[src/include/axi_defines.svh]
// Width and size macros shared by the AXI burst master, memory responder and queues
// Include wherever a width or depth is needed; the types live in axi_pkg

`ifndef AXI_DEFINES_SVH
`define AXI_DEFINES_SVH

// Byte address width
`define AXI_ADDR_WIDTH 16

// One beat is one 32-bit word
`define AXI_DATA_WIDTH 32

// Transaction ID width
`define AXI_ID_WIDTH 4

// 256 words, 1 KiB of memory behind the responder
`define MEM_WORDS_LOG2 8

// 16 entries, enough for the longest burst
`define BEAT_FIFO_DEPTH_LOG2 4

`endif

[src/rtl/beat_fifo.sv]
// Small circular queue for burst beats
// payload_t selects the beat type; dout shows the head entry before a pop
// Pushes when full and pops when empty are dropped

`timescale 1ns/100ps
`include "axi_defines.svh"

module beat_fifo #(
	parameter type payload_t = logic
) (
	input  logic     clk,
	input  logic     resetn,
	input  logic     push,
	input  payload_t din,
	input  logic     pop,
	output payload_t dout,
	output logic     not_empty,
	output logic     not_full
);

	localparam int PTR_W = `BEAT_FIFO_DEPTH_LOG2;
	localparam int DEPTH = 1 << PTR_W;

	payload_t mem [DEPTH];

	logic [PTR_W-1:0] wr_ptr;
	logic [PTR_W-1:0] rd_ptr;
	logic [PTR_W:0]   count;    // One extra bit to tell full from empty
	logic             do_push;
	logic             do_pop;

	assign do_push = push && not_full;
	assign do_pop  = pop && not_empty;

	always_ff @(posedge clk) begin
		if (do_push)
			mem[wr_ptr] <= din;
	end

	always_ff @(posedge clk or negedge resetn) begin
		if (!resetn) begin
			wr_ptr <= '0;
			rd_ptr <= '0;
			count  <= '0;
		end else begin
			if (do_push)
				wr_ptr <= wr_ptr + 1'b1;
			if (do_pop)
				rd_ptr <= rd_ptr + 1'b1;
			if (do_push && !do_pop)
				count <= count + 1'b1;
			else if (do_pop && !do_push)
				count <= count - 1'b1;
		end
	end

	assign dout      = mem[rd_ptr];
	assign not_empty = (count != '0);
	assign not_full  = !count[PTR_W];

endmodule

[config.mk]
export PLATFORM = sky130hd
export DESIGN_NAME = beat_fifo
export DESIGN_NICKNAME = d
export VERILOG_FILES = /design/src/rtl/beat_fifo.sv
export VERILOG_INCLUDE_DIRS = /design/src /design/src/include
export SDC_FILE = /design/constraint.sdc
export NUM_CORES = 1
export LEC_CHECK = 0
export ABC_AREA = 1
export ABC_CLOCK_PERIOD_IN_PS = 2250
export BUFFER_PORTS_ARGS = -buffer_cell sky130_fd_sc_hd__buf_4
export CELL_PAD_IN_SITES_DETAIL_PLACEMENT = 0
export CELL_PAD_IN_SITES_GLOBAL_PLACEMENT = 2
export CORE_MARGIN = 1.5
export CORE_UTILIZATION = 37
export DETAILED_ROUTE_END_ITERATION = 10
export HOLD_SLACK_MARGIN = 0.12
export PLACE_DENSITY = 0.75
export SYNTH_ARGS = -nofsm -noshare
export SYNTH_HDL_FRONTEND = slang
export SYNTH_SLANG_ARGS = --single-unit
[constraint.sdc]
create_clock -name clk -period 2.25 [get_ports clk]
set_input_delay 0.1125 -clock clk [delete_from_list [all_inputs] [get_ports clk]]
set_output_delay 0.1125 -clock clk [all_outputs]
set_load 0.02 [all_outputs]
Yosys cells after proc, flatten, opt, wreduce, memory -nomap -nowiden. Memories as Yosys holds them, arrays and structs flattened. Cells that the tools add are included.

Register bits: 13. RAM bits: 16. Output and inout bits: 3. Word-level logic and storage cells: 21. Memories kept: 1.

Add/subtract/negate cells: 4. Multiplexer cells: 4. Reductions and logical operators: 9.

Memories: mem (depth 16, bits a word 1, rd ports 1, clocked after memory_dff 0, write ports 1, line beat_fifo.sv:24) `payload_t mem [DEPTH];`.

Operators with widths (count): 5-bit two-way mux (2); 4-bit by 1-bit adder with 4-bit output (second input constant) (2); 5-bit by 1-bit adder with 5-bit output (second input constant) (1); 5-bit nonzero test (1); 5-bit by 1-bit subtractor with 5-bit output (second input constant) (1); 1-bit logical AND (4); 1-bit logical NOT (3); 1-bit two-way mux (2); 2-bit nonzero test (1).

Logic depth before layout (Yosys ltp).
Depth after elaboration: 6. Mapped depth: 13.

Least setup slack after synthesis. OpenSTA, ideal clock, no wires.

Kind: reg-to-reg. Start point: register count[0]. End point: register count[4]. Library setup time: 0.117 ns. Arrival time: 1.854 ns. Data required time: 2.133 ns. Path slack: 0.279 ns. Cell stages (with the launch flop): 13. Period minus slack after synthesis: 1.971 ns. Path through: dfrtp_1 nor2_2 nand4_4 nand2_4 ha_1 inv_1 fa_1 nand2_1 nand3_1 nand3_1 nand2_1 nand2_1 nand2_1.

Longest elaborated chain between the ends: 5.

Ends and longest elaborated chain: from (decl) (line beat_fifo.sv:28) `logic [PTR_W:0] count;`; from (signal assigned) (line beat_fifo.sv:51) `count <= count + 1'b1;`; from (signal assigned) (line beat_fifo.sv:53) `count <= count - 1'b1;`; 5-bit nonzero test (*) (line beat_fifo.sv:58) `assign not_empty = (count != '0);`; net not_empty (line beat_fifo.sv:17) `output logic not_empty,`; 1-bit logical AND (*) (line beat_fifo.sv:33) `assign do_pop = pop && not_empty;`; 1-bit logical NOT (line beat_fifo.sv:50) `if (do_push && !do_pop)`; 1-bit logical AND (line beat_fifo.sv:50); 5-bit two-way mux / 2-bit nonzero test (equally long branches).

Mark *: on every way through the listed nets, which the timed path passes. The rest lies on a longest branch. The select of a mux whose other input is x is not followed. A chain may end at the register's enable or synchronous reset.

Final worst setup path.
Start point: register count[0]. End point: register count[4].

Longest elaborated chain between the ends: 5.

Ends and longest elaborated chain: parallel branches: the longest is 5 deep, another holds 5-bit by 1-bit subtractor with 5-bit output.

Parallel ways; which one is timed is not known. The select of a mux whose other input is x is not followed.

==> results.ini <==
[clock_network]
cts_tree=built
clkSlewWorstSetupHoldPaths_ns=0.06
clockBufferDepth=2
cts_buffers=5
cts-root-buf=clkbuf_8
clk_latency_ns=0.28
cts_setup_buffers=0
cts_htree_levels=2
clock_sinks=29

[yosys]
yosys_warnings=0
synthCells=179
synth-seq-cells=29
synth_top_area_share=0.305
synthesis.area_um2=1580
async_reset_ff_frac=0.448
synth_most_common_cell=nand2_1
ys_seq_area_frac=0.512
synth_area_leaders=edfxtp_1, dfrtp_1, nand2_1
synth_area_leader_cell=edfxtp_1
syn_avg_cell_area_um2=8.80
yosys_most_used_dff=edfxtp_1
synth_fp_nets=194
synth_cell_type_count=20
synth_edf_count=16
synthTopCellsByCount=nand2_1, nor2_1, inv_1

[global_route]
grt_overflow=0
antenna_found_initial=0
grt_pass1_wl_um=5020
grtUsageMet3=0.0444
track_usage=0.152
met1_usage=0.200
grt_start_max_net_pins=17
use_met2=0.231
globalRoute.busiestLayer=met2
grt_pass1_vias=1066

[placement]
portBuffers=7
dp_cells=235
routabilityCongestion=0.786
dp_hpwl_um=2220

[final_layout]
final.fill_count=396
n_antenna_cell=0
finalNonFillerCells=245
areaGrowthSynthToFinish_pct=14.6
drive_above_1_share=0.113
finalNetCount=209
fin_util=0.445

[floorplan]
io-pin-count=8
initial_core_util=0.388
die_w_um=68.3
core_region_area_um2=4060
row_count=23
die_h_um=68.3
die_area_um2=4660

[worst_setup_path]
end_kind=register
cp.required_ns=2.42
startpoint_type=register
critical_path.max_fanout=6
crit_type=register to register
crit_arrival_ns=2.23

[timing]
setup_violations=0
relSlewSlack=0.715
rsz0062_at_grt=false
max_slew.worst_pin.slew_ns=0.427
drv_slew=0
max_freq_mhz=487
finalSetupTns_ns=0
finalClockSkew_ns=0.00408
fin_crit_sh=0.912
finalCriticalPeriod_ns=2.05
hold_viol=0

[drt]
finalWirelength_um=2940
wl_per_cell_um=12.0
initialDrtViolationCount=75
ant_nets=0
vias_per_cell=4.67
drc=0
drt_pass1_iterations=4
num_vias=1143

[run]
cap_violations=0

[pwr]
power_density_nw_per_um2=1330
vdd_ir_drop_max_uv=551
p_leak_nw=0.856
power.total_w=0.00241

[hold_path]
min_path_type=input pin to register

[status]
status=completed

## kinds of logic (layout without fill, tap and decap cells)
| kind of cell | Yosys count | in the layout | share of synthesized area |
|---|---|---|---|
| compound gates | 5 | 5 | 0.0167 |
| buf+inv | 26 | 42 | 0.0667 |
| simple gates | 103 | 103 | 0.283 |
| xor+xnor | 6 | 6 | 0.0381 |
| flops | 29 | 29 | 0.512 |
| fa+ha+maj | 10 | 10 | 0.0842 |
## cells in the final DEF, fill, tap and decap left out, drive strengths merged, types with 6 or more instances in the layout
| master | instances |
|---|---|
| buf | 7 |
| clkbuf | 6 |
| dfrtp | 13 |
| edfxtp | 16 |
| ha | 9 |
| inv | 25 |
| nand2 | 60 |
| nand3 | 15 |
| nor2 | 26 |
## metrics by stage
stage	cell area (µm²)	setup WS, ns	hold WS (ns)
after detailed placement	1680	0.201	-0.0185
after floorplan	1580	0.279	-0.183
final	1810	0.198	0.135
after global routing	1810	0.0185	0.142
after global placement	1680	0.249	-0.0172
after CTS	1810	0.177	0.137
## per-layer routing
| metal | vias to the layer above | wire length [µm] |
|---|---|---|
| met5 | - | 0 |
| met3 | 4 | 106 |
| met1 | 533 | 1420 |
| li1 | 590 | - |
| met2 | 16 | 1370 |
| met4 | 0 | 45 |
## cell type report
type / instances / area, µm² / share of cell area
inverter: 25 / 93.8 / 0.0520
sequential: 29 / 806 / 0.446
multi-input combinational: 124 / 664 / 0.368
timing repair buffer: 9 / 72.6 / 0.0402
clock buffer: 6 / 72.6 / 0.0402
tap: 50 / 62.6 / 0.0347
clock inverter: 2 / 33.8 / 0.0187
## where the power goes
| part | internal, W | total (W) | leakage [nW] | switching [W] |
|---|---|---|---|---|
| clock network | 0.000326 | 0.000522 | 0.0528 | 0.000195 |
| registers | 0.000706 | 0.000870 | 0.301 | 0.000164 |
| logic | 0.000384 | 0.00101 | 0.502 | 0.000631 |
## worst paths after layout
kind,start,endpoint,slack [ns],cells past startpoint
max reg2reg,count[0],count[4],0.20,12
min reg2reg,wr_ptr[3],wr_ptr[3],0.52,1
min,din,mem[11],0.14,1
min in group asynchronous,resetn,count[0],0.22,2
max,count[0],count[4],0.20,12
max in group asynchronous,resetn,rd_ptr[1],1.86,2
## worst max-delay path, stage by stage, from the launching register on
cell,delay (ns)
dfrtp_1,0.44
nor2_2,0.17
nand4_4,0.12
nand2_4,0.12
ha_1,0.18
inv_1,0.11
fa_1,0.40
nand2_1,0.10
nand3_1,0.08
nand3_1,0.08
nand2_1,0.05
nand2_1,0.05
nand2_1,0.04
## flip-flops by register name, summed over array words and instances (netlist names)
name and count:
mem 16, count 5, rd_ptr 4, wr_ptr 4
## repair_timing
action	4_1_cts	5_1_grt
resized for setup	0	0
hold buffers	2	0
endpoints found under the hold margin	15	0
Power figures use the tool's default switching activity.
