$ cat src/include/axi_defines.svh
// Width and size macros shared by the AXI burst master, memory responder and queues
// Include wherever a width or depth is needed; the types live in axi_pkg

`ifndef AXI_DEFINES_SVH
`define AXI_DEFINES_SVH

// Byte address width
`define AXI_ADDR_WIDTH 16

// One beat is one 32-bit word
`define AXI_DATA_WIDTH 32

// Transaction ID width
`define AXI_ID_WIDTH 4

// 256 words, 1 KiB of memory behind the responder
`define MEM_WORDS_LOG2 8

// 16 entries, enough for the longest burst
`define BEAT_FIFO_DEPTH_LOG2 4

`endif

$ cat src/rtl/axi_pkg.sv
// Channel payloads, user command and AXI code values for the burst master
// Refer to members as axi_pkg::name

`include "axi_defines.svh"

package axi_pkg;

	localparam logic [1:0] RESP_OKAY   = 2'b00;
	localparam logic [1:0] RESP_SLVERR = 2'b10;

	localparam logic [1:0] BURST_FIXED = 2'b00;
	localparam logic [1:0] BURST_INCR  = 2'b01;

	localparam logic [2:0] AXI_SIZE_WORD = 3'd2; // 4 bytes per beat

	// AW and AR share one layout
	typedef struct packed {
		logic [`AXI_ID_WIDTH-1:0]   id;
		logic [`AXI_ADDR_WIDTH-1:0] addr;
		logic [3:0]                 len;   // Beats minus one
		logic [2:0]                 size;
		logic [1:0]                 burst;
	} axi_ax_t;

	typedef struct packed {
		logic [`AXI_DATA_WIDTH-1:0]   data;
		logic [`AXI_DATA_WIDTH/8-1:0] strb;
		logic                         last;
	} axi_w_t;

	typedef struct packed {
		logic [`AXI_ID_WIDTH-1:0] id;
		logic [1:0]               resp;
	} axi_b_t;

	typedef struct packed {
		logic [`AXI_ID_WIDTH-1:0]   id;
		logic [`AXI_DATA_WIDTH-1:0] data;
		logic [1:0]                 resp;
		logic                       last;
	} axi_r_t;

	// What the user hands over with a start strobe
	typedef struct packed {
		logic [`AXI_ID_WIDTH-1:0]   id;
		logic [`AXI_ADDR_WIDTH-1:0] addr;
		logic [3:0]                 beats_m1;
		logic [1:0]                 burst;
	} axi_cmd_t;

endpackage

$ cat src/rtl/axi_write_engine.sv
// AXI write master: one burst at a time over AW, W and B
// Beats come from the write queue; wlast is set by the beat counter, not the queue
// done pulses with resp in the cycle B is taken

`timescale 1ns/100ps
`include "axi_defines.svh"

module axi_write_engine (
	input  logic              clk,
	input  logic              resetn,
	input  logic              start,
	input  axi_pkg::axi_cmd_t cmd,
	input  axi_pkg::axi_w_t   q_beat,
	input  logic              q_not_empty,
	output logic              q_pop,
	output axi_pkg::axi_ax_t  aw,
	output logic              awvalid,
	input  logic              awready,
	output axi_pkg::axi_w_t   w,
	output logic              wvalid,
	input  logic              wready,
	input  axi_pkg::axi_b_t   b,
	input  logic              bvalid,
	output logic              bready,
	output logic              busy,
	output logic              done,
	output axi_pkg::axi_b_t   resp
);

	typedef enum logic [1:0] {
		IDLE,
		ADDR,
		DATA,
		RESP
	} state_t;

	state_t state, state_next;

	axi_pkg::axi_cmd_t          cmd_q;
	logic                       accept;
	logic                       w_fire;
	logic [`AXI_ADDR_WIDTH-1:0] cnt_addr;
	logic                       cnt_last;

	assign accept = start && (state == IDLE); // Strobes while busy are dropped
	assign w_fire = wvalid && wready;

	always_ff @(posedge clk) begin
		if (accept)
			cmd_q <= cmd;
	end

	burst_beat_counter u_cnt (
		.clk        (clk),
		.resetn     (resetn),
		.load       (accept),
		.start_addr (cmd.addr),
		.beats_m1   (cmd.beats_m1),
		.incr       (cmd_q.burst == axi_pkg::BURST_INCR),
		.step       (w_fire),
		.addr       (cnt_addr),
		.last       (cnt_last)
	);

	always_ff @(posedge clk or negedge resetn) begin
		if (!resetn)
			state <= IDLE;
		else
			state <= state_next;
	end

	always_comb begin
		state_next = state;
		case (state)
			IDLE: if (accept) state_next = ADDR;
			ADDR: if (awvalid && awready) state_next = DATA;
			DATA: if (w_fire && cnt_last) state_next = RESP;
			RESP: if (bvalid && bready) state_next = IDLE;
			default: state_next = IDLE;
		endcase
	end

	always_comb begin
		aw.id    = cmd_q.id;
		aw.addr  = cnt_addr;       // Still the start address before the first beat
		aw.len   = cmd_q.beats_m1;
		aw.size  = axi_pkg::AXI_SIZE_WORD;
		aw.burst = cmd_q.burst;
		w.data   = q_beat.data;
		w.strb   = q_beat.strb;
		w.last   = cnt_last;
	end

	assign awvalid = (state == ADDR);
	assign wvalid  = (state == DATA) && q_not_empty; // Empty queue stalls the burst
	assign q_pop   = w_fire;
	assign bready  = (state == RESP);
	assign busy    = (state != IDLE);
	assign done    = bvalid && bready;
	assign resp    = b;

endmodule

$ cat src/rtl/burst_beat_counter.sv
// Burst address and beat tracker for one AXI burst
// Pulse load with the start address and length, then step once per accepted beat

`timescale 1ns/100ps
`include "axi_defines.svh"

module burst_beat_counter (
	input  logic                       clk,
	input  logic                       resetn,
	input  logic                       load,
	input  logic [`AXI_ADDR_WIDTH-1:0] start_addr,
	input  logic [3:0]                 beats_m1,
	input  logic                       incr,
	input  logic                       step,
	output logic [`AXI_ADDR_WIDTH-1:0] addr,
	output logic                       last
);

	// Address step for a full-width beat
	localparam logic [`AXI_ADDR_WIDTH-1:0] WORD_BYTES = `AXI_DATA_WIDTH / 8;

	logic [3:0] len_q;
	logic [3:0] beat_q;

	always_ff @(posedge clk or negedge resetn) begin
		if (!resetn) begin
			addr   <= '0;
			len_q  <= '0;
			beat_q <= '0;
		end else if (load) begin
			addr   <= start_addr;
			len_q  <= beats_m1;
			beat_q <= '0;
		end else if (step) begin
			if (incr)
				addr <= addr + WORD_BYTES; // FIXED bursts hold the address
			beat_q <= beat_q + 4'd1;
		end
	end

	assign last = (beat_q == len_q);

endmodule

$ cat config.mk
export PLATFORM = sky130hd
export DESIGN_NAME = axi_write_engine
export DESIGN_NICKNAME = d
export VERILOG_FILES = /design/src/rtl/axi_pkg.sv /design/src/rtl/axi_write_engine.sv /design/src/rtl/burst_beat_counter.sv
export VERILOG_INCLUDE_DIRS = /design/src /design/src/include
export SDC_FILE = /design/constraint.sdc
export NUM_CORES = 1
export LEC_CHECK = 0
export ABC_AREA = 1
export BUFFER_PORTS_ARGS = -buffer_cell sky130_fd_sc_hd__buf_2
export CORE_ASPECT_RATIO = 1.4
export CORE_UTILIZATION = 45
export DETAILED_ROUTE_END_ITERATION = 10
export PLACE_DENSITY = 0.91
export SLEW_MARGIN = 20
export SYNTH_ARGS = -nofsm -noshare
export SYNTH_HDL_FRONTEND = slang
export SYNTH_HIERARCHICAL = 1
export SYNTH_SLANG_ARGS = --single-unit
$ cat constraint.sdc
create_clock -name clk -period 3.5 [get_ports clk]
set_input_delay 0.35 -clock clk [delete_from_list [all_inputs] [get_ports clk]]
set_output_delay 0.35 -clock clk [all_outputs]
set_load 0.02 [all_outputs]
* Word-level counts from Yosys, hierarchy flattened *
Cells that the tools add are included.

storage, ports and cells
  output and inout bits = 78
  bits in registers = 36
  input port bits = 76
  word-level logic and storage cells = 40

cells by class
  eq/ne operators = 9
  multiplexer cells = 10
  reduce and logical (&&, ||, !) cells = 12
  add/subtract/negate cells = 2

operators with widths
  cell                                           number
  2-to-1 mux 16 bit                              3
  adder 16 x 3 -> 16 bit, second input constant  1
  2-to-1 mux 2 bit                               4
  2-to-1 mux 4 bit                               2
  one-hot mux 2 bit (4 select lines)             1
  logical AND 1 bit                              6
  nonzero test 2 bit                             3
  adder 4 x 1 -> 4 bit, second input constant    1
  == test 2 x 1 -> 1 bit, second input constant  2
  == test 2 bit, second input constant           2
  == test 4 bit                                  1
  != test 2 x 1 -> 1 bit, second input constant  2
  != test 2 bit, second input constant           2
  AND reduction 4 bit                            1
  logical NOT 2 bit                              1
  AND reduction 2 bit                            1

* Logic depth before layout (Yosys ltp) *
Gate-level depths: netlist of the first run.

  depth after elaboration = 6
  mapped depth = 10
  mapped depth without buffers = 10

* By module *
Netlist of the first run, hierarchy kept.

by module, submodules not included
  module              cells an instance  area an instance (µm²)  instances
  burst_beat_counter  184                1372.6                  1
  axi_write_engine    94                 885.8                   1

* Worst setup path after synthesis of the first run *
Ideal clock, no wire load.

  path type = reg2reg
  from = register state[0]
  to = register u_cnt.addr[5]
  arrival = 1849 ps
  library setup time = 131 ps
  setup slack = 1520 ps
  stages on the path, launching flop included = 11
  cells stage by stage = dfrtp_1 -> inv_1 -> ha_1 -> nand2_1 -> nor2_1 -> nand2_1 -> nand2_1 -> inv_1 -> buf_2 -> nand2_1 -> o211ai_1

on the way
  cells in the longest elaborated chain, start to end = 5
  elaborated cells between the ends (all ways) = 9
  those cells by class = 1 x eq/ne; 1 x mux; 7 x reduce/logical

ends and longest elaborated chain
  item                                  RTL line                  source
  start: declaration                    axi_write_engine.sv:37    state_t state, state_next;
  start signal: assignment              axi_write_engine.sv:69    state <= state_next;
  == test 2 bit                         axi_write_engine.sv:95    assign wvalid = (state == DATA) && q_not_empty;
  logical AND 1 bit                     axi_write_engine.sv:95
  logical AND 1 bit                     axi_write_engine.sv:46    assign w_fire = wvalid && wready;
  net q_pop                             axi_write_engine.sv:15    output logic q_pop,
  nonzero test 2 bit (no source line)   -
  AND reduction 2 bit (no source line)  -
  end signal: assignment                burst_beat_counter.sv:31  addr <= start_addr;
  end signal: assignment                burst_beat_counter.sv:36  addr <= addr + WORD_BYTES;
  end: declaration                      burst_beat_counter.sv:15  output logic [`AXI_ADDR_WIDTH-1:0] addr,

The timed path passes the listed nets, and every way through them passes these cells.
A chain may end at the register's enable or synchronous reset.

* Worst setup path after layout of the first run *
  from = register state[0]
  to = register u_cnt.addr[4]

on the way
  cells in the longest elaborated chain, start to end = 5
  elaborated cells between the ends (all ways) = 9
  those cells by class = 1 x eq/ne; 1 x mux; 7 x reduce/logical

ends and longest elaborated chain
  item                                  RTL line
  == test 2 bit                         axi_write_engine.sv:95
  logical AND 1 bit                     axi_write_engine.sv:95
  logical AND 1 bit                     axi_write_engine.sv:46
  nonzero test 2 bit (no source line)   -
  AND reduction 2 bit (no source line)  -

Several ways; a longest one is shown, not always the timed one.

==> impl_results.md, run 1 <==
* Run status: finished, final reports clean
* Vias/cell at approximately 4.8
* Critical Path AT at 2.27 ns
* Post-DP HPWL at roughly 3400 µm
* Non-Filler Instances at between 300 and 400
* I/O pin cnt at roughly 150
* Hold Path Class: input port to async pin
* CP max stage delay at 0.42 ns
* Sequential fraction of the synthesis area at between 40% and 50%
* DRT iter0 DRCs at 76
* Pin count of the biggest net entering global routing at 31
* CTS max path bufs at 2
* Gr busiest metal: met2
* Mapped cell area at ~2300 µm²
* Final Max Slew Viols at 0
* Area Growth Syn to Fin at 5.93%
* First-pass GRT wire length at 7470 µm
* Routed wire length per instance at 12.5 µm
* CTS sink count at 36
* Fmax at 0.471 GHz
* Final worst slack at between 1 and 1.5 ns
* CP max-delay cell: dfrtp_1
* Crit-path cells: inv_1, ha_1, nand2_1, nor2_1, nand2_1, nand2_1, inv_1, nand2_1, o311ai_0
* CTS H-tree lvls at 2
* Main synth FF type: dfrtp_1
* Pre-CTS setup slack at 1.33 ns
* CP Class: register to register
* Worst path most repeated cell: nand2_1
* Tmin final at approximately 2.1 ns
* Flop and latch count out of synthesis at 36
* GRT Resource Usage Total at a little under a fifth
* Chip width at just over 60 µm
* Vias in the first global route at about 1700
* R2R setup slack at 1.38 ns
* Final antenna-violating net count at 0
* Post-CTS resize count at 0
* Maxcap violations at 0
* Worst skew pair latency at between 0.2 and 0.3 ns
* Synthesized instance count at around 280
* # hold bufs at CTS at 0
* Die height at 85.8 µm
* CTS Buf Count at 5
* EDFF count, synth at 10
* Final-report hold violation count at 0
* Peak VDD IR at 403 µV
* Worst r2r src: state[0]
* Rows at 30
* Routed WL at ~4600 µm
* Placed Cells at 359
* Starting Density at 46.6%
* Layout cells sized above 1 at a little over a quarter
* CP Max Fanout at 11
* Port Buffer Count at 65
* Leak at roughly 1.3 nW
* Distinct cells, synth at 31
* Via count at around 1800
* Antenna violations before repair at 0
* Count of final setup violators at 0
* Most frequent cells in the layout: nand2_1, buf_2, dfrtp_1
* Drt pass-1 iters at 4
* PwrDens at 797 nW/µm²
* Worst setup EP type: register
* Slew HR at about 58%
* Final worst path period share at between 60% and 70%
* Grt total ovfl at 0
* GR Layer Usage met3 at ~4.2%
* Clock root cell: clkbuf_8
* Grt met2 use at between 30 and 40%
* Synth Warn # at 6
* CTS tree: done
* Worst-case reg-to-reg path depth at 9
* Final nets at between 300 and 400
* GPL Wtd Cong at 0.842
* DRC violation count after routing at 0
* Most common cell after layout, fill and taps aside: nand2_1
* Worst setup SP type: register
* Worst-margin pin slew at 0.623 ns
* Die footprint at ~5300 µm²
* Sum Neg Setup Slack at 0 ns
* WP data required at roughly 3.7 ns
* GRT met1 Usage at between 10% and 20%
* FF-to-FF End: u_cnt/addr[4]
* Core Area at around 4800 µm²
* RSZ-0062 raised after global routing: false
* Setup Fix Bufs, Post-CTS at 0
* Post-route clock skew at 0.00612 ns
* FFs w/ async S/R, synth at just over 70%
* Synth Area per Inst at around 8.1 µm²
* ANT cells at 0
* Worst-path clk slew at approximately 0.07 ns
==> synthesized netlist by cell type (2+ instances only) <==
cell type,n,area [µm²]
nand2_1,84,315
buf_4,46,345
dfrtp_1,26,651
inv_1,25,93.8
nand3_1,19,95.1
nor2_1,15,56.3
edfxtp_1,10,300
ha_1,6,75.1
o211ai_1,5,37.5
o21ai_0,5,25.0
nand4_1,4,25.0
a21oi_1,3,15.0
o21bai_1,3,22.5
xnor2_1,3,26.3
buf_2,2,10.0
clkbuf_1,2,7.51
conb_1,2,7.51
nand2_2,2,12.5
nand2_4,2,22.5
nor2_2,2,12.5
nor2_4,2,22.5
==> metal layers <==
| layer | wire length (µm) | up-vias |
|---|---|---|
| met2 | 2450 | 65 |
| met1 | 1780 | 809 |
| met3 | 240 | 23 |
| li1 | - | 878 |
| met4 | 140 | 0 |
| met5 | 0 | - |
==> cell families after synthesis <==
kind of cell,after synthesis,synth area share (%)
and+or+nand+nor,135,26.8
adders and majority gates,6,3.32
xor gates and xnor gates,4,1.55
AOI/OAI and AO/OA,19,5.48
other,2,0.333
DFF,36,42.1
buffers and inverters,76,20.4
==> how the worst max path moves through the flow <==
| stage | to | start |
|---|---|---|
| after floorplan | u_cnt/addr[5] | state[0] |
| final | u_cnt/addr[4] | state[0] |
| after global routing | u_cnt/addr[4] | state[0] |
| after CTS | u_cnt/addr[4] | state[0] |
| after global placement | u_cnt/addr[4] | state[0] |
| after detailed placement | u_cnt/addr[4] | state[0] |
==> power by group <==
group / switching (mW) / leakage, nW / internal, mW
logic: 0.582 / 0.823 / 0.311
clock network: 0.140 / 0.0399 / 0.139
registers: 0.144 / 0.420 / 0.592
total: 0.865 / 1.28 / 1.04
==> state kept, by name, summed over array words and instances, names as in the netlist <==
name	flops
u_cnt/len_q	4
state	2
aw	10
u_cnt/addr	16
u_cnt/beat_q	4
==> area by class of cell <==
type,count,area [µm²]
Clock buffer,7,76.3
Clock inverter,1,3.75
Fill cell,481,2450
Inverter,26,97.6
Multi-Input combinational cell,167,851
Sequential cell,36,951
Tap cell,64,80.1
Timing Repair Buffer,66,333
==> stage by stage <==
step	hold slack, ns	utilization [%]	power [mW]	instance area [µm²]
finish	0.0820	49.4	1.91	2390
global route	0.114	49.4	2.07	2390
CTS	0.0955	49.4	1.93	2390
detailed placement	0.405	47.8	1.64	2310
global placement	0.390	47.8	1.60	2310
floorplan	0.0544	-	1.44	2260
==> worst max-delay path: cells and delay by family (launching register included) <==
kind / cells / cell delay, ns
simple gates: 5 / 0.92
fa+ha+maj: 1 / 0.21
buf+inv: 2 / 0.34
compound gates: 1 / 0.12
flops: 1 / 0.42
(Power assumes the default switching activity.)
==> run 2, diff against run 1 <==
--- a/config.mk
+++ b/config.mk
@@ -9,9 +9,9 @@
 export ABC_AREA = 1
 export BUFFER_PORTS_ARGS = -buffer_cell sky130_fd_sc_hd__buf_2
 export CORE_ASPECT_RATIO = 1.4
-export CORE_UTILIZATION = 45
+export CORE_UTILIZATION = 38
 export DETAILED_ROUTE_END_ITERATION = 10
-export PLACE_DENSITY = 0.91
+export PLACE_DENSITY = 0.82
 export SLEW_MARGIN = 20
 export SYNTH_ARGS = -nofsm -noshare
 export SYNTH_HDL_FRONTEND = slang
==> constraint.sdc (replaced) <==
create_clock -name clk -period 1.86 [get_ports clk]
set_input_delay 0.186 -clock clk [delete_from_list [all_inputs] [get_ports clk]]
set_output_delay 0.186 -clock clk [all_outputs]
set_load 0.02 [all_outputs]
==> impl_results.md, run 2 (synthesized netlist as in run 1, its figures left out) <==
* Slew HR at 58.4% (was 58.5%)
* Post-route clock skew at 0.00429 ns (was 0.00612 ns)
* Sum Neg Setup Slack at 0 ns (unchanged)
* Count of final setup violators at 0 (unchanged)
* WP data required at 1.67 ns (was 3.65 ns)
* Antenna violations before repair at 0 (unchanged)
* Final antenna-violating net count at 0 (unchanged)
* CTS H-tree lvls at 2 (unchanged)
* Area Growth Syn to Fin at 9.31% (was 5.93%)
* Peak VDD IR at 507 µV (was 403 µV)
* Combinational cell fraction of total power at 45.3% (was 46.8%)
* RSZ-0062 raised after global routing: false (unchanged)
* Critical Path AT at 1.53 ns (was 2.27 ns)
* Final-report hold violation count at 0 (unchanged)
* Final Power at 3.77 mW (was 1.91 mW)
* Worst setup SP type: register (unchanged)
* Most common cell after layout, fill and taps aside: nand2_1 (unchanged)
* DRT iter0 DRCs at 70 (was 76)
* Clock root cell: clkbuf_8 (unchanged)
* PwrDens at 1530 nW/µm² (was 797 nW/µm²)
* Routed WL at 4680 µm (was 4610 µm)
* Worst-path clk slew at 0.07 ns (about the same)
* Die footprint at 6260 µm² (was 5310 µm²)
* GRT Resource Usage Total at 15.8% (was 19.0%)
* Final worst path period share at slightly above 90%
* DRC violation count after routing at 0 (unchanged)
* Die height at 93.2 µm (was 85.8 µm)
* Clock power share at 17.9% (was 14.6%)
* Internal at 2.12 mW (was 1.04 mW)
* CP Max Fanout at 6 (was 11)
* CTS tree: done (unchanged)
* Largest register FFs at 16 (unchanged)
* Finished Cell Area at 2470 µm² (was 2390 µm²)
* Chip width at 67.2 µm (was 61.9 µm)
* Vias/cell at 4.78 (was 4.84)
* Grt total ovfl at 0 (unchanged)
* Final Max Slew Viols at 0 (unchanged)
* Worst-margin pin slew at 0.625 ns (was 0.623 ns)
* CTS sink count at 36 (unchanged)
* Maxcap violations at 0 (unchanged)
* Run status: finished, final reports clean (unchanged)
* Post-DP HPWL at 3520 µm (was 3390 µm)
* Pin count of the biggest net entering global routing at 31 (unchanged)
* First-pass GRT wire length at 7480 µm (was 7470 µm)
* CTS Buf Count at 5 (unchanged)
* Starting Density at 40.3% (was 46.6%)
* Switch share at 43.6% (was 45.4%)
* Tmin final at ~1.7 ns
* Biggest register: u_cnt/addr (unchanged)
* Psw at 1.64 mW (was 0.865 mW)
* Post-place instance area at 2340 µm² (was 2310 µm²)
* Worst setup EP type: primary output (was register)
* Port Buffer Count at 65 (unchanged)
* Fmax at 0.584 GHz
* Worst skew pair latency at 0.28 ns (about the same)
* GPL Wtd Cong at 0.799 (was 0.842)
* Rows at 32 (was 30)
* Most frequent cells in the layout: nand2_1, buf_2, dfrtp_1 (unchanged)
* Sequential share of power at 36.8% (was 38.6%)
* Final nets at 388 (was 384)
* ANT cells at 0 (unchanged)
* Setup Fix Bufs, Post-CTS at 0 (unchanged)
* Via count at 1793 (was 1775)
* Leak at 1.32 nW (was 1.28 nW)
* Layout cells sized above 1 at 29.6% (was 27.1%)
* I/O pin cnt at 154 (unchanged)
* Core Area at 5610 µm² (was 4840 µm²)
* CP Class: register to primary output (was register to register)
* Drt pass-1 iters at 5 (was 4)
* Routed wire length per instance at 12.5 µm (about the same)
* Hold Path Class: input port to register (was input port to async pin)
* Vias in the first global route at 1695 (was 1741)
* CTS max path bufs at 2 (unchanged)
==> run 2: cell types whose count changed in the layout (fill, tap and decap cells not counted), sizes merged <==
| cell | before | now |
|---|---|---|
| buf | 66 | 69 |
| bufinv | 0 | 1 |
| clkbuf | 7 | 6 |
| dlygate4sd3 | 0 | 1 |
==> run 2: worst paths after layout <==
check | startpoint | endpoint | slack (ns) | cells after the start
max | state[0] | q_pop | 0.15 | 6
max reg2reg | state[0] | u_cnt/addr[4] | 0.18 | 9
min | cmd[22] | aw[25] | 0.08 | 1
min in group asynchronous | resetn | u_cnt/addr[10] | 0.46 | 2
max in group asynchronous | resetn | u_cnt/addr[3] | 1.00 | 2
min reg2reg | u_cnt/addr[0] | u_cnt/addr[0] | 0.47 | 2
==> run 2: power groups by stage <==
stage	clock, mW	combinational (mW)	sequential, mW
after detailed placement	0	1.70	1.40
after global placement	0	1.66	1.38
after floorplan	0	1.10	1.61
final	0.674	1.71	1.39
after CTS	0.696	1.71	1.39
after global routing	0.727	1.91	1.43
==> run 2: cell type report <==
class                   count  area (µm²)
clock buffers               6        72.6
clock inverters             2        35.0
fillers                   597        3140
inverters                  26        97.6
multi-input cells         167         862
flip-flops and latches     36         951
well taps                  68        85.1
repair buffers             70         365
==> run 2: critical path, cell delays in order, from the launching register on <==
cell and delay [ns]:
dfrtp_1 0.42, inv_1 0.10, ha_1 0.22, nand2_1 0.10, nor2_2 0.10, buf_4 0.15, buf_2 0.16
==> run 2: what timing repair did <==
action / in CTS / in global routing
resized for setup: 0 / 3
endpoints found under the setup margin: 0 / 6
hold buffers: 1 / 0
endpoints found under the hold margin: 26 / 0
==> run 2: metrics by stage <==
stage | setup slack [ns] | hold slack (ns) | util, % | instances
global placement | 0.201 | 0.237 | 41.8 | 366
global route | 0.00874 | 0.0655 | 44.0 | 375
CTS | 0.0586 | 0.0691 | 43.9 | 375
detailed placement | 0.107 | 0.248 | 41.8 | 366
finish | 0.147 | 0.0801 | 44.0 | 375
floorplan | 0.0596 | -0.110 | - | 279
==> run 2: routing by layer <==
metal	GRT usage, %	part of all wire [%]	wire length [µm]	vias up
li1	-	-	-	883
met3	3.29	5.4	253	22
met5	0	0	0	-
met4	8.16	2.7	127	0
met2	27.5	51	2410	60
met1	17.5	40	1890	828
