==> src/include/axi_defines.svh <==
// Width and size macros shared by the AXI burst master, memory responder and queues
// Include wherever a width or depth is needed; the types live in axi_pkg

`ifndef AXI_DEFINES_SVH
`define AXI_DEFINES_SVH

// Byte address width
`define AXI_ADDR_WIDTH 16

// One beat is one 32-bit word
`define AXI_DATA_WIDTH 32

// Transaction ID width
`define AXI_ID_WIDTH 4

// 256 words, 1 KiB of memory behind the responder
`define MEM_WORDS_LOG2 8

// 16 entries, enough for the longest burst
`define BEAT_FIFO_DEPTH_LOG2 4

`endif

==> src/rtl/axi_pkg.sv <==
// Channel payloads, user command and AXI code values for the burst master
// Refer to members as axi_pkg::name

`include "axi_defines.svh"

package axi_pkg;

	localparam logic [1:0] RESP_OKAY   = 2'b00;
	localparam logic [1:0] RESP_SLVERR = 2'b10;

	localparam logic [1:0] BURST_FIXED = 2'b00;
	localparam logic [1:0] BURST_INCR  = 2'b01;

	localparam logic [2:0] AXI_SIZE_WORD = 3'd2; // 4 bytes per beat

	// AW and AR share one layout
	typedef struct packed {
		logic [`AXI_ID_WIDTH-1:0]   id;
		logic [`AXI_ADDR_WIDTH-1:0] addr;
		logic [3:0]                 len;   // Beats minus one
		logic [2:0]                 size;
		logic [1:0]                 burst;
	} axi_ax_t;

	typedef struct packed {
		logic [`AXI_DATA_WIDTH-1:0]   data;
		logic [`AXI_DATA_WIDTH/8-1:0] strb;
		logic                         last;
	} axi_w_t;

	typedef struct packed {
		logic [`AXI_ID_WIDTH-1:0] id;
		logic [1:0]               resp;
	} axi_b_t;

	typedef struct packed {
		logic [`AXI_ID_WIDTH-1:0]   id;
		logic [`AXI_DATA_WIDTH-1:0] data;
		logic [1:0]                 resp;
		logic                       last;
	} axi_r_t;

	// What the user hands over with a start strobe
	typedef struct packed {
		logic [`AXI_ID_WIDTH-1:0]   id;
		logic [`AXI_ADDR_WIDTH-1:0] addr;
		logic [3:0]                 beats_m1;
		logic [1:0]                 burst;
	} axi_cmd_t;

endpackage

==> src/rtl/axi_read_engine.sv <==
// AXI read master: one burst at a time over AR and R
// Accepted R beats go straight into the read queue; rlast ends the burst

`timescale 1ns/100ps

module axi_read_engine (
	input  logic              clk,
	input  logic              resetn,
	input  logic              start,
	input  axi_pkg::axi_cmd_t cmd,
	input  logic              q_not_full,
	output logic              q_push,
	output axi_pkg::axi_r_t   q_beat,
	output axi_pkg::axi_ax_t  ar,
	output logic              arvalid,
	input  logic              arready,
	input  axi_pkg::axi_r_t   r,
	input  logic              rvalid,
	output logic              rready
	,
	output logic              busy
);

	typedef enum logic [1:0] {
		IDLE,
		ADDR,
		DATA
	} state_t;

	state_t state, state_next;

	axi_pkg::axi_ax_t ar_q;
	logic             accept;

	assign accept = start && (state == IDLE);

	// Address beat is fixed for the whole burst, the responder steps it
	always_ff @(posedge clk) begin
		if (accept) begin
			ar_q.id    <= cmd.id;
			ar_q.addr  <= cmd.addr;
			ar_q.len   <= cmd.beats_m1;
			ar_q.size  <= axi_pkg::AXI_SIZE_WORD;
			ar_q.burst <= cmd.burst;
		end
	end

	always_ff @(posedge clk or negedge resetn) begin
		if (!resetn)
			state <= IDLE;
		else
			state <= state_next;
	end

	always_comb begin
		state_next = state;
		case (state)
			IDLE: if (accept) state_next = ADDR;
			ADDR: if (arvalid && arready) state_next = DATA;
			DATA: if (q_push && r.last) state_next = IDLE;
			default: state_next = IDLE;
		endcase
	end

	assign ar      = ar_q;
	assign arvalid = (state == ADDR);
	assign rready  = (state == DATA) && q_not_full; // Full queue holds off the responder
	assign q_push  = rvalid && rready;
	assign q_beat  = r;
	assign busy    = (state != IDLE);

endmodule

==> config.mk <==
export PLATFORM = sky130hd
export DESIGN_NAME = axi_read_engine
export DESIGN_NICKNAME = d
export VERILOG_FILES = /design/src/rtl/axi_pkg.sv /design/src/rtl/axi_read_engine.sv
export VERILOG_INCLUDE_DIRS = /design/src /design/src/include
export SDC_FILE = /design/constraint.sdc
export NUM_CORES = 1
export LEC_CHECK = 0
export ABC_AREA = 1
export BUFFER_PORTS_ARGS = -buffer_cell sky130_fd_sc_hd__buf_2
export CAP_MARGIN = 20
export CORE_ASPECT_RATIO = 0.6
export CORE_UTILIZATION = 33
export CTS_CLUSTER_SIZE = 28
export DETAILED_ROUTE_END_ITERATION = 10
export PLACE_DENSITY = 0.8
export RECOVER_POWER = 100
export SYNTH_ARGS = -nofsm -noshare
export SYNTH_HDL_FRONTEND = slang
export SYNTH_SLANG_ARGS = --single-unit
export TNS_END_PERCENT = 100
==> constraint.sdc <==
create_clock -name clk -period 2.2 [get_ports clk]
set_input_delay 0.22 -clock clk [delete_from_list [all_inputs] [get_ports clk]]
set_output_delay 0.22 -clock clk [all_outputs]
set_load 0.005 [all_outputs]
== Yosys cells after proc, flatten, opt, wreduce, memory -nomap -nowiden ==
Cells that the tools add are included.
Widths: inputs -> output; s select.
Storage, ports and cells
  input bits: 71
  bits in latches: 0
  register bits after elaboration: 28
  output and inout bits: 72
  bits in writable memories: 0
  memories: 0
  word-level logic and storage cells: 22
  ROM bits: 0
Operators by class
  add/subtract/negate cells: 0
  multiplexer cells: 4
  bitwise operators: 0
  shifts and indexed selects: 0
  $mul: 0
  reductions and logical operators: 8
  eq/ne operators: 5
  magnitude comparators: 0
  div/mod/pow operators: 0
Operator list (count)
  $mux 2: 3
  $pmux 2 s3: 1
  $logic_and 1x1->1: 5
  $ne 2x2->1 const B: 2
  $reduce_and 3->1: 1
  $eq 2x1->1 const B: 1
  $eq 2x2->1 const B: 1
  $logic_not 2->1: 1
  $ne 2x1->1 const B: 1
  $reduce_bool 2->1: 1

== Depth between registers and ports, before layout ==
Gate-level depths: netlist (run 1).
  depth in word-level cells: 6
  mapped depth: 5

== Worst setup path after synthesis (run 1) ==
No wires, ideal clock.
  kind: reg2reg
  from: reg state[1]
  to: reg ar_q, in the netlist ar[0], enable pin
  required time: 1.791 ns
  slack: 0.118 ns
  clock period less this slack: 2.082 ns
  setup time: 0.409 ns
  path buffers: 0
  arrival time: 1.673 ns
  stages on the path, launching flop included: 4
  cells stage by stage: dfrtp_1 inv_2 nand2_1 nor2_1
On the way
  cells in the longest elaborated chain, start to end: 2
RTL lines
  from (decl): RTL line axi_read_engine.sv:30  | state_t state, state_next;
  from (signal assigned): RTL line axi_read_engine.sv:52  | state <= state_next;
  $logic_not 2->1: RTL line axi_read_engine.sv:35  | assign accept = start && (state == IDLE);
  $logic_and 1x1->1: RTL line axi_read_engine.sv:35
  via accept: RTL line axi_read_engine.sv:33  | logic accept;
  to (decl): RTL line axi_read_engine.sv:32  | axi_pkg::axi_ax_t ar_q;
The timed path passes the listed nets, and every way through them passes these cells.
A chain may end at the register's enable or synchronous reset.

== Final worst setup path (run 1) ==
  from: reg state[0]
  to: reg ar_q, in the netlist ar[1], enable pin
The elaborated chain is that of the path after synthesis.

==> impl.org, run 1 <==
** Status
- Result of the run :: finished clean

** Clock tree
- Longest Clk Path Bufs :: 2
- Clock transition at the register clock pins on the worst setup and hold paths after CTS :: 90 ps
- The clock drives 28 sinks.
- Depth of the CTS H-tree :: 1
- TritonCTS clock tree :: yes
- For the worst-skew pair, the clock arrives at the later sink with an insertion delay of 270 ps.
- Number of buffers created by CTS :: 3
- Root Buffer Master :: sky130_fd_sc_hd__clkbuf_8

** Route
- In the final routing, the length of wire on met1 measures roughly 840 um.
- Detail-routed net length per standard cell :: 14.5 um
- Vias :: 670
- Routed wl met3 :: 422 um
- DRT Pass-1 Iters :: 2
- Wires add up to about 2300 um.
- In the routed layout, each cell is associated on average with a via count of 4.19.
- For this run, design rule violations remaining after detail routing come to 0.
- Summed over all nets, wire length on met2 after detailed routing comes to roughly 990 um.
- Antenna violation net count after detailed routing :: 0
- Highest metal used :: met4
- Initial DRC count :: 16

** Synth
- The synthesized design contains 28 register bits.
- Of the total synthesized cell area, the portion taken by AND, OR, NAND and NOR gates is 0.0407.
- The share of the synthesized area in compound gates (AO/OA/AOI/OAI) was 0.0102.
- By area the synthesized netlist is led by sky130_fd_sc_hd__edfxtp_1 63%, sky130_fd_sc_hd__buf_4 26%, sky130_fd_sc_hd__dfrtp_1 4.1%, sky130_fd_sc_hd__nand2_1 1.2%, sky130_fd_sc_hd__and3_1 1.0%.
- Post-synth cell types :: 12
- Portion of netlist area occupied by mux cells :: 0
- Average footprint of a synthesized cell :: approximately 14 um^2
- sky130_fd_sc_hd__edfxtp_1 takes more of the synthesized area than any other cell.
- Of the post-synthesis cell area, the dominant cell type holds 0.634.
- The Yosys step of the flow raised 0 warnings.
- Cell count after synthesis :: 87
- Xor and xnor area share after synthesis :: 0
- Largest family of logic cells by synthesized area :: buffers and inverters
- Post-synthesis adder-cell area fraction :: 0
- Share of synthesized area occupied by flip-flops and latches :: 0.675
- In this run the cell area of the synthesized design comes to around 0.0012 mm^2.

** Timing
- Adding up every negative setup slack in the final design gives 0 ps.
- Slew HR :: 0.573
- Setup repair after global routing left no endpoint under its margin.
- Transition time of the tightest slew-check pin :: ~640 ps
- Highest achievable clock rate :: about 630 MHz
- The count of final hold-check violations came to 0.
- Fin crit share :: 0.727
- Setup violations remaining at the end of the flow were counted as 0.
- Fin Clk Skew :: 1.18 ps
- Shortest period the worst path allows :: between 1500 and 2000 ps
- The final count of pins violating max slew is 0.

** Final layout
- Most common cell after layout, fill and taps aside :: sky130_fd_sc_hd__buf_2
- Area of all placed cells without fillers :: 0.00135 mm^2
- Most frequent cells in the layout :: 45 x sky130_fd_sc_hd__buf_2, 26 x sky130_fd_sc_hd__edfxtp_1, 18 x sky130_fd_sc_hd__clkbuf_1, 4 x sky130_fd_sc_hd__inv_1, 4 x sky130_fd_sc_hd__nand2_1
- Relative area change from synthesis to final layout :: 9.86%
- Counting the fill cells in the layout gives roughly 330.
- After the flow finishes, the layout carries non-filler instances totaling between 150 and 200.
- Of the cells placed in the final design, the portion with a size suffix greater than 1 is 0.452.
- Number of diodes added for antenna fixing :: 0
- After the last flow step, the layout net total stands at around 190.

** Place
- Count of input and output buffers :: between 60 and 70
- Final HPWL from detailed placement :: ~1800 um
- Once placement finished, the instance area stood at ~0.0013 mm^2.
- Number of placed cells counting well taps :: 155
- RePlAce Congestion :: a little over 0.7

** GRT
- Number of global-route vias before repair :: approximately 660
- The total overflow left after global routing is 0.
- The number of antenna violations at the first check in global routing came to 0.
- Global-route wire length before repair :: 3260 um
- Entering global routing, the biggest net connects 27 pins.
- In the global route stage, overall resource usage came out at 0.115.

** Setup path
- Data required time at the worst endpoint :: about 2100 ps
- Arrival @ worst endpoint :: between 1500 and 2000 ps
- Kind of start point of the critical path :: flop
- Type of the worst setup path :: flop to flop
- The worst register-to-register path begins at state[0]$_DFFE_PN0P_.
- Tracing the worst setup path back leads to its startpoint at state[0]$_DFFE_PN0P_.
- Worst-path fanout max :: 26
- In this run the register-to-register setup slack is ~600 ps.
- Critical path capture point :: ar[1]$_DFFE_PP_
- Worst reg2reg path endpoint :: ar[1]$_DFFE_PP_
- The worst setup path is captured at a flop.
- R2R cell count :: 4

** Worst hold path
- Worst min path class :: input pin to flop

** Die
- Effective utilization at floorplan :: 0.362
- Cell row count :: 16
- Full die area :: about 0.004 mm^2
- From bottom edge to top edge, the die measures ~50 um.
- Die Width :: 80.9 um
- The total area inside the core boundary comes to between 0.003 and 0.004 mm^2.
- Ports placed on the boundary :: approximately 140

** Pwr
- Dividing total power by cell area gives a power density of 1070 mW/mm^2.
- Static leakage :: 0.574 nW
- Peak supply drop :: ~0.00033 V
- Overall power of the completed layout :: 1.45 mW

** Flow run
- MaxCap Viol Count :: 0
==> area by class of cell <==
cell class              instances  area, um^2  area share
well taps                      45        56.3      0.0416
multi-input cells              14        71.3      0.0527
clock buffers                   3        41.3      0.0305
repair buffers                 65         308       0.228
clock inverters                 1        30.0      0.0222
inverters                       4        15.0      0.0111
flip-flops and latches         28         831       0.614
==> metal layers <==
metal,up-vias,global-route usage
li1,297,-
met3,10,0.0916
met1,297,0.117
met5,-,0
met2,66,0.168
met4,0,0.0625
==> worst max-delay path: stages (launching register included) <==
cell and delay, ps:
sky130_fd_sc_hd__dfrtp_1 400, sky130_fd_sc_hd__inv_1 100, sky130_fd_sc_hd__nand2_1 110, sky130_fd_sc_hd__nor2_2 100, sky130_fd_sc_hd__clkbuf_2 520
==> synth_stat cells <==
master,count
sky130_fd_sc_hd__nor2_2,2
sky130_fd_sc_hd__nand2_1,4
sky130_fd_sc_hd__inv_2,2
sky130_fd_sc_hd__edfxtp_1,26
sky130_fd_sc_hd__o22ai_2,1
sky130_fd_sc_hd__conb_1,2
sky130_fd_sc_hd__buf_4,42
sky130_fd_sc_hd__nor2_1,1
sky130_fd_sc_hd__and3_1,2
sky130_fd_sc_hd__dfrtp_1,2
sky130_fd_sc_hd__nand4_1,1
sky130_fd_sc_hd__inv_1,2
==> registers in the layout (all words and copies together), names as in the netlist <==
signal  count
ar         26
state       2
==> power by group <==
| part | switching (mW) | total, mW | internal (mW) | leakage [nW] |
|---|---|---|---|---|
| logic | 0.181 | 0.292 | 0.110 | 0.270 |
| registers | 0.0324 | 0.762 | 0.730 | 0.269 |
| clock network | 0.150 | 0.393 | 0.243 | 0.0357 |
| total | 0.363 | 1.45 | 1.08 | 0.574 |
==> cell families after synthesis <==
logic type | after synthesis
buffers and inverters | 46
AOI/OAI and AO/OA | 1
other | 2
and+or+nand+nor | 10
DFF | 28
==> worst min path at each step <==
stage,start,endpoint,slack [ps],cells after the start
CTS,cmd[4],ar[7]$_DFFE_PP_,110,1
floorplan,resetn,state[0]$_DFFE_PN0P_,-80,0
global placement,resetn,state[1]$_DFFE_PN0P_,3,1
detailed placement,resetn,state[1]$_DFFE_PN0P_,7,1
global route,cmd[1],ar[1]$_DFFE_PP_,100,1
finish,cmd[4],ar[7]$_DFFE_PP_,120,1
==> through the flow <==
step	hold slack, ps	utilization	worst slack, ps
floorplan	-75.6	-	118
global placement	3.16	0.382	916
detailed placement	7.43	0.382	843
CTS	112	0.406	832
global route	102	0.397	501
finish	120	0.397	600
==> repair_timing <==
| item | CTS | global route |
|---|---|---|
| buffers inserted | 0 | 0 |
| gates resized for setup | 0 | 0 |
| hold buffers | 1 | 0 |
| endpoints found under the setup margin | 0 | 0 |
| hold endpoints to repair | 2 | 0 |
Power figures use the tool's default switching activity.
==> run 2: changes to the inputs <==
clock period = 1.55 ns   (was 2.2 ns; I/O delays follow)
==> impl.org, run 2 (synthesis results as in run 1) <==
** Status
- Result of the run :: finished clean

** Place
- After detailed placement, the total cell area comes to approximately 0.0013 mm^2.
- RePlAce Congestion :: roughly 0.64
- Count of input and output buffers :: 63
- Pre-CTS setup slack :: roughly 320 ps
- Final HPWL from detailed placement :: 1730 um

** Route
- DRC violation count after routing :: 0
- Initial DRC count :: 8
- The final layout contains routed wiring with a total length of around 2200 um.
- Using the TritonRoute via totals, the vias-per-cell ratio works out to 4.16.
- Detail-routed net length per standard cell :: about 13 um
- The routed layout has 670 vias.
- Once detail routing completed, the nets flagged for antenna violations numbered 0.
- DRT Pass-1 Iters :: 3

** Final layout
- Leaving out fill and tap cells, the most frequent cells in the layout are 54 x sky130_fd_sc_hd__buf_2, 26 x sky130_fd_sc_hd__edfxtp_1, 9 x sky130_fd_sc_hd__clkbuf_1, 4 x sky130_fd_sc_hd__inv_1, 4 x sky130_fd_sc_hd__nand2_1.
- The repair_antennas step left the layout with diodes totalling 0.
- The library cell used most frequently in the layout, excluding fill and tap cells, is sky130_fd_sc_hd__buf_2.
- In the final layout, the share of cells above drive strength 1 is 0.526.
- FILL cells :: roughly 340
- Relative area change from synthesis to final layout :: 11.3%
- The multi-input combinational cells in the finished layout cover a total of roughly 70 um^2.
- Combined flip-flop and latch cell area :: 831 um^2
- Area of all placed cells without fillers :: about 0.0014 mm^2
- In the final design database the tool counted approximately 190 nets.
- The register with the most flip-flops in the layout has 26 of them.

** Die
- Row generation in the floorplan step produced 16 rows.
- The die is 80.9 um wide.
- Die H :: between 40 and 50 um
- The die covers between 0.003 and 0.004 mm^2.
- Effective utilization at floorplan :: 0.362
- Ports placed on the boundary :: between 100 and 150
- The core region is about 0.0034 mm^2.

** Pwr
- The share of total power dissipated in the clock network is 0.266.
- Peak supply drop :: roughly 0.00043 V
- Part of the power in combinational logic :: 0.207
- Cell internal power was estimated by the tool at about 1.6 mW.
- Switching share of power :: 0.242
- The share of total power dissipated in sequential elements is 0.527.
- Net switching power :: slightly below 0.5 mW
- Cell Pwr Density :: ~1500 mW/mm^2
- Static leakage :: 0.603 nW

** Clock tree
- Root Buffer Master :: sky130_fd_sc_hd__clkbuf_8
- Buffers inserted during clock tree synthesis total 3.
- Depth of the CTS H-tree :: 1
- Buffers added to address setup during post-CTS repair amount to 0.
- Clk_lat worst skew :: 260 ps
- Number of sinks driven by the clock tree :: 28
- Clock-pin slew was measured on the worst setup and hold paths at 90 ps.
- The longest clock path from root to sink contains 2 buffers.
- TritonCTS clock tree :: yes

** Timing
- For this run, the top clock speed supported by timing is 763 MHz.
- RSZ-0062 raised after global routing :: no
- Dividing the final minimum period by the clock period gives 0.846.
- Number of pins with negative max-slew slack in the final report :: 0
- Count of final hold-check violations :: 0
- Shortest period the worst path allows :: about 1300 ps
- Crit path setup slack, layout :: roughly 240 ps
- The tightest hold path in the finished design has a slack of just over 60 ps.
- Final number of setup-violating endpoints :: 0
- Across the routed clock network, the largest skew measured is between 0.8 and 0.9 ps.
- Setup total negative slack on the finished layout was measured at 0 ps.

** GRT
- Total overflow reported by the global router :: 0
- The number of antenna violations at the first check in global routing is 0.
- Pin count of the biggest net entering global routing :: 17
- Across every metal layer, demand over resource in global routing totals 0.106.
- The first global-routing pass estimated around 3000 um of wire.
- Number of global-route vias before repair :: between 600 and 700

** Setup path
- Along the worst path, the maximum fanout reaches 13.
- By startpoint and endpoint, the worst setup path is classified as flop to flop.
- The worst setup path is captured at a flop.
- Data required time at the worst endpoint :: around 1500 ps
- Kind of start point of the critical path :: flop
- STA puts the critical path data arrival time at ~1300 ps.

** Flow run
- MaxCap Viol Count :: 0

** Worst hold path
- In this run the worst hold path is classified as input pin to flop.
==> run 2: cell type report <==
| type | count | share of cell area |
|---|---|---|
| Sequential cell | 28 | 0.606 |
| Timing Repair Buffer | 66 | 0.238 |
| Multi-Input combinational cell | 14 | 0.0511 |
| Tap cell | 45 | 0.0411 |
| Clock buffer | 3 | 0.0301 |
| Clock inverter | 1 | 0.0219 |
| Inverter | 4 | 0.0110 |
==> run 2: repair_timing <==
action / 4_1_cts / 5_1_grt
gates resized for setup: 0 / 0
hold buffers: 1 / 0
endpoints found under the hold margin: 2 / 0
==> run 2: critical path, stage by stage (launching register included) <==
cell and delay [ps]:
sky130_fd_sc_hd__dfrtp_1 390, sky130_fd_sc_hd__inv_1 90, sky130_fd_sc_hd__nand2_1 120, sky130_fd_sc_hd__nor2_4 110, sky130_fd_sc_hd__clkbuf_2 280
==> run 2: routing by layer <==
layer  share of wire  GRT usage  routed length [um]
met2            0.46      0.162                 994
met5               0          0                   0
met1            0.36     0.0974                 772
met4           0.026     0.0655                  57
met3            0.16     0.0841                 339
==> run 2: power by group through the flow <==
stage                     clock (mW)  sequential [mW]  combinational [mW]
after detailed placement           0             1.10               0.468
final                          0.544             1.08               0.425
after global placement             0             1.09               0.447
after global routing           0.595             1.09               0.479
after floorplan                    0             1.12               0.267
after CTS                      0.565             1.09               0.470
==> run 2: path summary, 6_finish.rpt <==
kind | cells past startpoint | end | from | slack (ps)
min in group asynchronous | 2 | state[1]$_DFFE_PN0P_ | resetn | 220
hold reg to reg | 3 | state[1]$_DFFE_PN0P_ | state[0]$_DFFE_PN0P_ | 580
setup / recovery | 4 | ar[17]$_DFFE_PP_ | state[0]$_DFFE_PN0P_ | 240
setup reg to reg | 4 | ar[17]$_DFFE_PP_ | state[0]$_DFFE_PN0P_ | 240
max in group asynchronous | 2 | state[0]$_DFFE_PN0P_ | resetn | 1200
hold / removal | 1 | ar[19]$_DFFE_PP_ | cmd[16] | 60
==> run 2: through the flow <==
stage,power [mW],utilization,instances
floorplan,1.39,-,88
global placement,1.54,0.386,156
detailed placement,1.57,0.386,156
CTS,2.12,0.410,161
global route,2.17,0.403,161
finish,2.05,0.403,161
==> run 3: changes to the inputs <==
clock period = 1.3 ns   (was 1.55 ns; I/O delays follow)
==> impl.org, run 3 (synthesis results as in run 1) <==
** Clock tree
- Number of sinks driven by the clock tree :: 28
- After clock tree synthesis, the clock-pin slew on the worst setup and hold paths is ~90 ps.
- In this run the number of H-tree levels came out at 1.
- Clk_lat worst skew :: 260 ps
- Post-CTS repair changed the size of 0 cells.
- The clock passes through at most 2 buffers.
- TritonCTS clock tree :: yes
- Counting the buffers created by CTS gives 3.
- The tree is rooted in a sky130_fd_sc_hd__clkbuf_8.

** Place
- After detailed placement, the design holds a cell count of 155.
- Detailed placement ended at an HPWL of about 1800 um.
- The count of buffers added on input and output ports is 63.
- After detailed placement, the total cell area comes to ~0.0013 mm^2.
- At the end of routability-driven placement, the weighted congestion stood at ~0.61.

** Route
- The first detailed-routing pass ran for 4 iterations.
- After detailed routing, the average wire length per cell comes to roughly 14 um.
- Highest metal used :: met4
- For this run, design rule violations remaining after detail routing come to 0.
- Vias per inst :: approximately 4.3
- The first routing iteration left 23 violations.
- Summed over all nets, wire length on met3 after detailed routing comes to around 320 um.
- In the detailed route, the total length drawn on met2 is 995 um.
- Detailed-route wire length :: 2240 um
- Vias :: just under 700
- Antenna violation net count after detailed routing :: 0
- The detailed router put a total of between 800 and 900 um of wire on met1.

** Setup path
- FF-to-FF setup slack :: between 80 and 90 ps
- Kind of start point of the critical path :: flop
- STA classifies the critical path endpoint as a flop.
- Along the worst path, the maximum fanout reaches 26.
- Number of buffers and inverters on the critical path :: 2
- The critical path is of the flop to flop type.
- Arrival @ worst endpoint :: ~1200 ps
- On the worst path, the slowest cell contributes a delay of a little over 400 ps.
- For this design, the slowest cell found on the critical path is sky130_fd_sc_hd__dfrtp_1.
- Data on the critical path is required at its endpoint by 1270 ps.
- Sequence of cells on the critical path :: inv_2, nand2_4, nor2_2, buf_12
- On the critical path the largest part of the delay comes from flip-flops.

** Die
- During I/O placement, the number of pins put on the boundary was 143.
- The floorplan step set the die width to roughly 81 um.
- Die H :: slightly below 50 um
- Effective utilization at floorplan :: 0.362
- Core region area :: 0.00340 mm^2
- The floorplan step defined a die boundary enclosing 0.00399 mm^2.
- The floorplan has 16 rows.

** Timing
- Fin Clk Skew :: 3.38 ps
- Setup total negative slack on the finished layout was measured at 0 ps.
- Shortest period the worst path allows :: around 1200 ps
- RSZ-0062 raised after global routing :: no
- The count of final hold-check violations came to 0.
- Fin crit share :: 0.933
- On the final layout, the worst hold slack is roughly 38 ps.
- Final number of setup-violating endpoints :: 0
- Number of pins with negative max-slew slack in the final report :: 0
- Timing would allow up to 824 MHz.

** Pwr
- Dividing total power by cell area gives a power density of 1700 mW/mm^2.
- Net switching power :: 0.625 mW
- Summed over all cells, the static leakage comes to between 0.5 and 0.6 nW.
- Overall power of the completed layout :: 2.31 mW
- Of the total power, the share spent switching nets is 0.270.
- Clock power share :: 0.190
- Peak supply drop :: between 0.0005 and 0.0006 V
- The internal power of the cells totals ~1.7 mW.
- Portion of total power attributed to sequential cells :: 0.559
- Part of the power in combinational logic :: 0.251

** GRT
- Entering global routing, the biggest net connects 27 pins.
- Total Routing Usage GR :: 0.107
- The first global-routing pass estimated 3100 um of wire.
- Antenna violations before repair :: 0
- Total overflow reported by the global router :: 0
- The via count of the first global-routing pass was 694.

** Final layout
- In the final layout, the share of cells above drive strength 1 is 0.483.
- Leaving out fill and tap cells, the most frequent cell in the layout is sky130_fd_sc_hd__buf_2.
- In the final design database the tool counted around 190 nets.
- FILL cells :: ~340
- Area of all placed cells without fillers :: ~0.0014 mm^2
- Non-filler cells, final :: between 150 and 200
- Number of flip-flops under the largest register name :: 26
- Number of diodes added for antenna fixing :: 0
- The area growth from synthesis to layout is 10.3%.
- In the layout the commonest cells are 45 x sky130_fd_sc_hd__buf_2, 26 x sky130_fd_sc_hd__edfxtp_1, 19 x sky130_fd_sc_hd__clkbuf_1.

** Worst hold path
- The min-delay analysis places its worst path in the category input pin to flop.

** Flow run
- The tool flagged a number of max-cap violations equal to 0.

** Status
- The flow ran to the end, and the final reports show no timing, DRC or antenna violations.
[run 3: cell types whose count changed in the layout (fill, tap and decap cells not counted), moves of 2 or more]
cell / before / now
sky130_fd_sc_hd__nor2_2: 0 / 3
sky130_fd_sc_hd__nor2_1: 2 / 0
sky130_fd_sc_hd__buf_2: 54 / 45
sky130_fd_sc_hd__clkbuf_1: 9 / 19
sky130_fd_sc_hd__inv_1: 4 / 2
sky130_fd_sc_hd__inv_2: 0 / 2
[run 3: timing repair]
item	in CTS	in global routing
endpoints found under the setup margin	0	1
hold buffers	1	0
endpoints found under the hold margin	2	0
setup buffers	0	1
[run 3: worst paths after layout]
path                                            from                    to  depth (start not counted)
max in group asynchronous                     resetn  state[1]$_DFFE_PN0P_                          2
min in group asynchronous                     resetn  state[0]$_DFFE_PN0P_                          2
worst max register to register  state[0]$_DFFE_PN0P_      ar[18]$_DFFE_PP_                          4
worst min-delay path                          cmd[6]       ar[9]$_DFFE_PP_                          1
worst min register to register  state[1]$_DFFE_PN0P_  state[0]$_DFFE_PN0P_                          3
worst max-delay path            state[0]$_DFFE_PN0P_      ar[18]$_DFFE_PP_                          4
[run 3: layer usage]
| layer | GRT usage | vias to the layer above |
|---|---|---|
| met5 | 0 | - |
| met4 | 0.0863 | 0 |
| met3 | 0.0523 | 20 |
| met2 | 0.178 | 57 |
| met1 | 0.0999 | 316 |
| li1 | - | 300 |
[run 3: power groups by stage]
stage	Sequential (mW)	Clock [mW]	Combinational, mW
3_3_place_gp	1.30	0	0.582
3_5_place_dp	1.32	0	0.605
6_report	1.29	0.439	0.581
2_1_floorplan	1.34	0	0.348
4_1_cts	1.30	0.459	0.608
5_1_grt	1.31	0.485	0.649
[run 3: through the flow]
| step | util | setup WS [ps] |
|---|---|---|
| after CTS | 0.406 | 60.5 |
| final | 0.399 | 86.9 |
| after global placement | 0.390 | 161 |
| after floorplan | - | -54.6 |
| after detailed placement | 0.390 | 123 |
| after global routing | 0.399 | 24.6 |
[run 3: cell type report]
class                           count  area (um^2)  share of cell area
Multi-Input combinational cell     14         83.8              0.0618
Sequential cell                    28          831               0.612
Timing Repair Buffer               66          327               0.241
Clock inverter                      1         3.75             0.00276
Tap cell                           45         56.3              0.0415
Clock buffer                        3         41.3              0.0304
Inverter                            4         15.0              0.0111
